<file path="src/calc_pkg.sv">
package calc_pkg;

    localparam int DEBOUNCE_CYCLES = 16;                  // Stable cycles to accept a change
    localparam int DB_W            = $clog2(DEBOUNCE_CYCLES);
    localparam int FIFO_DEPTH      = 4;
    localparam int FIFO_AW         = 2;                   // Pointer width for FIFO_DEPTH
    localparam int DATA_W          = 16;                  // Calculator word

    // Scanner FSM states
    localparam logic [1:0] ST_SCAN    = 2'd0;
    localparam logic [1:0] ST_PRESS   = 2'd1;
    localparam logic [1:0] ST_SEND    = 2'd2;
    localparam logic [1:0] ST_RELEASE = 2'd3;

    typedef enum logic {
        KIND_DIGIT = 1'b0,
        KIND_CMD   = 1'b1
    } key_kind_t;

    typedef enum logic [3:0] {
        CMD_ADD = 4'h0,                                   // A
        CMD_SUB = 4'h1,                                   // B
        CMD_MUL = 4'h2,                                   // C
        CMD_NEG = 4'h3,                                   // D
        CMD_EQ  = 4'h4,                                   // '*'
        CMD_CLR = 4'h5                                    // '#'
    } cmd_t;

    // Payload meaning depends on the event kind
    typedef union packed {
        logic [3:0] digit;                                // 0 to 9
        cmd_t       cmd;
    } key_payload_u;

    typedef struct packed {
        key_kind_t    kind;
        key_payload_u payload;
    } key_event_t;

endpackage
</file>
<file path="src/key_bus_if.sv">
interface key_bus_if;
    import calc_pkg::*;

    logic       cyc;
    logic       stb;
    logic       we;
    logic       ack;                                      // Registered, one cycle wide
    key_event_t dat_w;
    key_event_t dat_r;                                    // Valid in the ack cycle

    modport master (
        output cyc,
        output stb,
        output we,
        output dat_w,
        input  ack,
        input  dat_r
    );

    modport slave (
        input  cyc,
        input  stb,
        input  we,
        input  dat_w,
        output ack,
        output dat_r
    );

endinterface

</file>
<file path="src/calc_top.sv">
module calc_top (
    input  logic                                clk,
    input  logic                                nRST,
    input  logic [3:0]                          row,          // Keypad rows, active low
    output logic [3:0]                          col,          // Keypad columns, active low
    output logic signed [calc_pkg::DATA_W-1:0]  result,
    output logic                                result_valid
);

    key_bus_if wr_bus ();                                 // Scanner into FIFO
    key_bus_if rd_bus ();                                 // FIFO out to engine

    keypad_scanner u_scanner (
        .clk  (clk),
        .nRST (nRST),
        .row  (row),
        .col  (col),
        .bus  (wr_bus.master)
    );

    key_fifo u_fifo (
        .clk  (clk),
        .nRST (nRST),
        .wr   (wr_bus.slave),
        .rd   (rd_bus.slave)
    );

    calc_engine u_engine (
        .clk          (clk),
        .nRST         (nRST),
        .bus          (rd_bus.master),
        .result       (result),
        .result_valid (result_valid)
    );

endmodule

</file>
<file path="src/calc_engine.sv">
module calc_engine (
    input  logic                                clk,
    input  logic                                nRST,
    key_bus_if.master                           bus,
    output logic signed [calc_pkg::DATA_W-1:0]  result,
    output logic                                result_valid
);
    import calc_pkg::*;

    logic              req;
    logic [DATA_W-1:0] acc;
    logic [DATA_W-1:0] entry;                             // Number being typed
    logic [DATA_W-1:0] applied;                           // Pending op on acc and entry
    cmd_t              pend_op;                           // CMD_EQ means plain load
    key_event_t        ev;

    assign bus.cyc   = req;
    assign bus.stb   = req;
    assign bus.we    = 1'b0;                              // Read-only master
    assign bus.dat_w = '0;
    assign ev        = bus.dat_r;

    // All ops wrap modulo 2^16
    always_comb begin
        case (pend_op)
            CMD_ADD: applied = acc + entry;
            CMD_SUB: applied = acc - entry;
            CMD_MUL: applied = acc * entry;
            default: applied = entry;
        endcase
    end

    always_ff @(posedge clk or negedge nRST) begin
        if (!nRST) begin
            req          <= 1'b0;
            acc          <= '0;
            entry        <= '0;
            pend_op      <= CMD_EQ;
            result       <= '0;
            result_valid <= 1'b0;
        end else begin
            result_valid <= 1'b0;
            if (bus.ack) begin
                req <= 1'b0;
                if (ev.kind == KIND_DIGIT) begin
                    entry <= entry * DATA_W'(10) + DATA_W'(ev.payload.digit);
                end else begin
                    case (ev.payload.cmd)
                        CMD_NEG: entry <= -entry;
                        CMD_ADD, CMD_SUB, CMD_MUL: begin
                            acc     <= applied;           // Strict left to right
                            pend_op <= ev.payload.cmd;
                            entry   <= '0;
                        end
                        CMD_EQ: begin
                            result       <= applied;
                            result_valid <= 1'b1;
                            acc          <= '0;
                            entry        <= '0;
                            pend_op      <= CMD_EQ;
                        end
                        CMD_CLR: begin
                            acc     <= '0;                // Drop partial work
                            entry   <= '0;
                            pend_op <= CMD_EQ;
                        end
                        default: ;
                    endcase
                end
            end else if (!req) begin
                req <= 1'b1;                              // Idle, ask for next key
            end
        end
    end

endmodule

</file>
<file path="src/key_fifo.sv">
module key_fifo (
    input  logic      clk,
    input  logic      nRST,
    key_bus_if.slave  wr,
    key_bus_if.slave  rd
);
    import calc_pkg::*;

    key_event_t         mem [FIFO_DEPTH];
    logic [FIFO_AW-1:0] wr_ptr;
    logic [FIFO_AW-1:0] rd_ptr;
    logic [FIFO_AW:0]   count;
    logic               full;
    logic               empty;
    logic               wr_go;
    logic               rd_go;

    assign full  = (count == (FIFO_AW + 1)'(FIFO_DEPTH));
    assign empty = (count == '0);

    // New request seen and it can be served
    assign wr_go = wr.cyc & wr.stb & wr.we & ~wr.ack & ~full;
    assign rd_go = rd.cyc & rd.stb & ~rd.we & ~rd.ack & ~empty;

    assign wr.dat_r = '0;                                 // Write port returns no data

    // Pointers and count move in the ack cycle
    always_ff @(posedge clk or negedge nRST) begin
        if (!nRST) begin
            wr.ack <= 1'b0;
            rd.ack <= 1'b0;
            wr_ptr <= '0;
            rd_ptr <= '0;
            count  <= '0;
        end else begin
            wr.ack <= wr_go;
            rd.ack <= rd_go;
            if (wr.ack) begin
                wr_ptr <= wr_ptr + 1'b1;
            end
            if (rd.ack) begin
                rd_ptr <= rd_ptr + 1'b1;
            end
            case ({wr.ack, rd.ack})
                2'b10:   count <= count + 1'b1;
                2'b01:   count <= count - 1'b1;
                default: ;                                // Both or neither
            endcase
        end
    end

    always_ff @(posedge clk) begin
        if (wr.ack) begin
            mem[wr_ptr] <= wr.dat_w;                      // Master still holds data here
        end
        if (rd_go) begin
            rd.dat_r <= mem[rd_ptr];
        end
    end

endmodule

</file>
<file path="src/keypad_scanner.sv">
module keypad_scanner (
    input  logic       clk,
    input  logic       nRST,
    input  logic [3:0] row,                               // Active low
    output logic [3:0] col,                               // Active low, one at a time
    key_bus_if.master  bus
);
    import calc_pkg::*;

    logic [1:0]      state;
    logic [1:0]      col_idx;                             // Column now driven
    logic [1:0]      next_idx;
    logic [15:0]     key_matrix;                          // Snapshot taken at freeze
    logic [15:0]     live_matrix;                         // Current read of driven column
    logic [DB_W-1:0] db_cnt;
    logic            db_last;
    logic            any_row;
    logic            req;
    key_event_t      key_ev;

    assign next_idx    = col_idx + 2'd1;
    assign live_matrix = {12'b0, ~row} << {col_idx, 2'b00};
    assign any_row     = (row != 4'hF);
    assign db_last     = (db_cnt == DB_W'(DEBOUNCE_CYCLES - 1));

    assign bus.cyc = req;
    assign bus.stb = req;
    assign bus.we  = 1'b1;                                // Write-only master

    // Bit index is col*4 + row
    always_comb begin
        key_ev      = '0;
        key_ev.kind = (|key_matrix[15:12] | key_matrix[11] | key_matrix[3]) ?
                      KIND_CMD : KIND_DIGIT;
        case (key_matrix)
            16'h0001: key_ev.payload.digit = 4'd1;
            16'h0002: key_ev.payload.digit = 4'd4;
            16'h0004: key_ev.payload.digit = 4'd7;
            16'h0008: key_ev.payload.cmd   = CMD_EQ;      // '*'
            16'h0010: key_ev.payload.digit = 4'd2;
            16'h0020: key_ev.payload.digit = 4'd5;
            16'h0040: key_ev.payload.digit = 4'd8;
            16'h0080: key_ev.payload.digit = 4'd0;
            16'h0100: key_ev.payload.digit = 4'd3;
            16'h0200: key_ev.payload.digit = 4'd6;
            16'h0400: key_ev.payload.digit = 4'd9;
            16'h0800: key_ev.payload.cmd   = CMD_CLR;     // '#'
            16'h1000: key_ev.payload.cmd   = CMD_ADD;
            16'h2000: key_ev.payload.cmd   = CMD_SUB;
            16'h4000: key_ev.payload.cmd   = CMD_MUL;
            16'h8000: key_ev.payload.cmd   = CMD_NEG;
            default: ;
        endcase
    end

    always_ff @(posedge clk or negedge nRST) begin
        if (!nRST) begin
            state      <= ST_SCAN;
            col_idx    <= 2'd0;
            col        <= 4'hF;
            key_matrix <= '0;
            db_cnt     <= '0;
            req        <= 1'b0;
        end else begin
            case (state)
                ST_SCAN: begin
                    if (col != 4'hF && any_row) begin
                        key_matrix <= live_matrix;        // Freeze on this column
                        db_cnt     <= '0;
                        state      <= ST_PRESS;
                    end else begin
                        col_idx <= next_idx;
                        col     <= ~(4'b0001 << next_idx);
                    end
                end
                ST_PRESS: begin
                    if (live_matrix != key_matrix || !$onehot(key_matrix)) begin
                        db_cnt <= '0;                     // Bounce or two keys
                        state  <= ST_RELEASE;
                    end else if (db_last) begin
                        req   <= 1'b1;
                        state <= ST_SEND;
                    end else begin
                        db_cnt <= db_cnt + 1'b1;
                    end
                end
                ST_SEND: begin
                    if (bus.ack) begin
                        req    <= 1'b0;
                        db_cnt <= '0;
                        state  <= ST_RELEASE;
                    end
                end
                ST_RELEASE: begin
                    if (any_row) begin
                        db_cnt <= '0;                     // Still held, restart count
                    end else if (db_last) begin
                        state <= ST_SCAN;
                    end else begin
                        db_cnt <= db_cnt + 1'b1;
                    end
                end
                default: state <= ST_SCAN;
            endcase
        end
    end

    // Event word tracks the snapshot, then stays put through ST_SEND
    always_ff @(posedge clk) begin
        if (state == ST_PRESS) begin
            bus.dat_w <= key_ev;
        end
    end

endmodule

</file>
<file path="config.mk">
export PLATFORM = sky130hd
export DESIGN_NAME = calc_top
export DESIGN_NICKNAME = d
export VERILOG_FILES = /design/src/calc_pkg.sv /design/src/key_bus_if.sv /design/src/calc_top.sv /design/src/calc_engine.sv /design/src/key_fifo.sv /design/src/keypad_scanner.sv
export SDC_FILE = /design/constraint.sdc
export NUM_CORES = 1
export LEC_CHECK = 0
export BUFFER_PORTS_ARGS = -buffer_cell sky130_fd_sc_hd__buf_4
export CORE_UTILIZATION = 41
export CTS_BUF_LIST = sky130_fd_sc_hd__clkbuf_8
export CTS_CLUSTER_DIAMETER = 120
export DETAILED_ROUTE_END_ITERATION = 10
export PLACE_DENSITY_LB_ADDON = 0.2
export SLEW_MARGIN = 20
export SYNTH_ARGS = -nofsm -noshare
export SYNTH_HDL_FRONTEND = slang
export SYNTH_SLANG_ARGS = --single-unit
</file>
<file path="constraint.sdc">
create_clock -name clk -period 10.9 [get_ports clk]
set_input_delay 1.09 -clock clk [delete_from_list [all_inputs] [get_ports clk]]
set_output_delay 1.09 -clock clk [all_outputs]
set_load 0.05 [all_outputs]
</file>
==> flow_summary.ini <==
[placed_design]
postPlaceCellArea_um2 = 13200
post-place-ws_ns = 4.37
placer_s_final_routability_congestion_estimate = 0.884
place_inst = 1750
buffer_ports.inserted = 26
dp_hpwl_um = 24400

[synth]
ys_warn_count = 0
syn_nets = 1618
synthDistinctLibCells = 76
synthCells = 1376
synth_top_family_by_area = adder cells
postSynthRegisterBits = 122
mappedNetlistArea_um2 = 12700
post_synth_mux_area_share_pct = 2.27
synth_enable_flop_cells = 30
synth_compound_gate_area_share_pct = 13.6
post_synthesis_simple_gate_area_fraction_pct = 16.3
synth.avg_cell_area_um2 = 9.22
synth_largest_area_cell = sky130_fd_sc_hd__dfrtp_1
seq_area_frac_synth_pct = 25.3
ys_dominant_reg_cell = sky130_fd_sc_hd__dfrtp_1
asyncSetResetFlopFracSynth_pct = 75.4
synth_top_area_share_pct = 17.2
synth_adder_area_share_pct = 28.9
yosys.area_share.xor_xnor_pct = 6.43
synthTopCellsByArea = sky130_fd_sc_hd__dfrtp_1 17%, sky130_fd_sc_hd__fa_1 15%, sky130_fd_sc_hd__ha_1 14%

[timing]
setup_total_negative_slack_ns = 0
report.final.hold_viol_count = 0
grt_setup_unrepaired = no
max_fclk_mhz = 152
clock_skews_ns = 0.0129
final_critical_path_setup_slack_ns = 4.34
max_slew.worst_pin.slew_ns = 1.06
slew_headroom_pct = 29.0
drv_slew = 0
final-setup-viol-count = 0
period_share_pct = 60.2
period_minus_slack_ns = 6.56
whs_ns = 0.490

[final_layout]
final_design_area_no_fill_um2 = 13600
diodes = 0
layout.nets = 1615
layout.cells.most_common = sky130_fd_sc_hd__inv_1
area_growth_syn_to_layout_pct = 7.35
drive_above_1_share_pct = 7.14
finish.utilization_pct = 44.6
multi_input_gate_area_um2 = 8570
final_cell_count_no_fill = 1782
layout.cells.most_common_list = 184 x sky130_fd_sc_hd__inv_1, 159 x sky130_fd_sc_hd__nand2_1, 141 x sky130_fd_sc_hd__ha_1
final.fill_count = 2952
sequential_cell_area_um2 = 3210

[global_routing]
grt_first_pass_wirelength_um = 51700
grt_antenna_before_repair = 0
grt_max_degree = 64
grtUsageTotal_pct = 21.2
via_count_of_the_first_global_routing_pass = 9500
total_congestion_overflow = 0

[floorplan]
die_height_um = 178
die_width_um = 178
pin_count = 27
core_region_area_um2 = 30500
initial_utilization_pct = 41.6
die-area_um2 = 31700
placement_rows = 64

[clocking]
cts_resized = 0
cts-htree-levels = 4
clock_pin_slew_reported_for_the_worst_setup_and_hold_paths_after_clock_tree_synthesis_ns = 0.08
cts_inserted_buffers = 17
post-cts-setup-buffers = 0
cts_tree = yes
cts.sinks = 122
hold_buffers = 0
clock_path_buffers = 2
ctsRootBufferMaster = sky130_fd_sc_hd__clkbuf_8
worstSkewPairLatency_ns = 0.47

[pwr]
p_int_mw = 0.973
power_switching_mw = 0.617
combinationalPowerShare_pct = 35.5
power_density_nw_per_um2 = 117
p_leak_nw = 6.28
vdd_ir_drop_max_uv = 239
power.share.switching_pct = 38.8
power.sequential.fraction_pct = 38.8
part_of_the_power_in_the_clock_network_pct = 25.7
total_power_mw = 1.59

[drt]
drt_iter0_markers = 623
remaining_drc_errors = 0
route.vias.total = 9595
drt-total-wl_um = 31700
drtAntennaViolNets = 0
drt_pass1_iterations = 5
detail_route.vias_per_cell = 5.38
route.detailed.wl_per_inst_um = 17.8

[worst_setup_path]
cp.required_ns = 11.25
crit_type = flip-flop to flip-flop
crit_arrival_ns = 6.92
worst-path-max-fanout = 22
start_kind = flip-flop
end_kind = flip-flop

[run]
maxCapViolCount = 0

[outcome]
outcome = complete, no violations

[min_path]
hp-class = flip-flop to flip-flop
==> power groups by stage <==
stage	registers [mW]	clock network [mW]	logic (mW)
CTS	0.616	0.419	0.571
finish	0.618	0.408	0.564
global placement	0.624	0	0.561
floorplan	0.613	0	0.416
detailed placement	0.625	0	0.568
global route	0.625	0.436	0.650
==> cells in the mapped netlist, drive strengths merged (6+ instances only) <==
| cell type | n |
|---|---|
| o32ai | 6 |
| o31ai | 20 |
| ha | 141 |
| inv | 183 |
| fa | 95 |
| mux2 | 12 |
| nand2b | 16 |
| a21oi | 35 |
| a21o | 8 |
| xor2 | 42 |
| o21ai | 70 |
| o22ai | 7 |
| nor2 | 59 |
| and2 | 80 |
| clkbuf | 55 |
| edfxtp | 30 |
| a31oi | 8 |
| dfrtp | 87 |
| xnor2 | 46 |
| nor3 | 14 |
| a22o | 27 |
| o21a | 10 |
| or3 | 13 |
| nand4 | 9 |
| nand3 | 19 |
| nand2 | 160 |
| nor2b | 10 |
| a22oi | 9 |
| a211oi | 8 |
==> sequential cells by signal, summed over array words and instances, names as in the netlist <==
name and count:
u_fifo.rd.dat_r 5, u_engine.acc 16, u_scanner.col_idx 2, u_scanner.key_matrix 16, u_scanner.bus.cyc 1, u_fifo.count 3, u_fifo.rd.ack 1, u_engine.result 16
u_engine.pend_op 4, u_scanner.state 2, u_scanner.db_cnt 4, u_engine.entry 16, u_fifo.mem 20, u_fifo.wr.ack 1, u_scanner.col 4, u_fifo.wr_ptr 2
u_fifo.rd_ptr 2, u_scanner.bus.dat_w 5, u_engine.result_valid 1, u_engine.bus.cyc 1
==> area by class of cell <==
class | count | area share (%)
flip-flops and latches | 122 | 23.6
clock inverters | 15 | 1.10
multi-input cells | 1013 | 62.9
well taps | 396 | 3.64
inverters | 183 | 5.04
clock buffers | 17 | 1.72
repair buffers | 36 | 1.98
==> cells by family (layout without fill, tap and decap cells) <==
group           Yosys count  after routing
fa+ha+maj               236            236
simple gates            412            412
xor+xnor                 90             90
flops                   122            122
compound gates          254            254
buf+inv                 241            251
mux                      21             21
==> layer usage <==
metal / track usage [%] / vias up / share of wire, %
li1: - / 4640 / -
met1: 29.4 / 4696 / 47
met2: 34.5 / 218 / 47
met3: 3.15 / 41 / 4.2
met4: 5.70 / 0 / 1.9
met5: 0 / - / 0
==> path summary, 6_finish.rpt <==
path / end / slack, ns / cells after the start / from
setup / recovery: u_engine.result[15] / 4.34 / 18 / u_engine.entry[3]
hold / removal: u_engine.result[3] / 0.49 / 2 / u_engine.result[3]
setup reg to reg: u_engine.result[15] / 4.34 / 18 / u_engine.entry[3]
hold reg to reg: u_engine.result[3] / 0.49 / 2 / u_engine.result[3]
max in group asynchronous: u_fifo.rd_ptr[0] / 9.18 / 2 / nRST
min in group asynchronous: u_engine.result[11] / 0.53 / 1 / nRST
==> critical path: stages, from the launching register on <==
cell	delay, ns
sky130_fd_sc_hd__dfrtp_1	0.90
sky130_fd_sc_hd__nand2_1	0.20
sky130_fd_sc_hd__fa_1	0.60
sky130_fd_sc_hd__fa_1	0.44
sky130_fd_sc_hd__fa_1	0.48
sky130_fd_sc_hd__fa_1	0.49
sky130_fd_sc_hd__inv_1	0.05
sky130_fd_sc_hd__fa_1	0.54
sky130_fd_sc_hd__inv_1	0.06
sky130_fd_sc_hd__fa_1	0.52
sky130_fd_sc_hd__inv_1	0.04
sky130_fd_sc_hd__ha_1	0.34
sky130_fd_sc_hd__a21o_1	0.21
sky130_fd_sc_hd__a21oi_1	0.17
sky130_fd_sc_hd__a21boi_0	0.31
sky130_fd_sc_hd__o21ai_0	0.28
sky130_fd_sc_hd__xnor2_1	0.21
sky130_fd_sc_hd__a221o_1	0.33
sky130_fd_sc_hd__mux2_2	0.26
(Power assumes the default switching activity.)
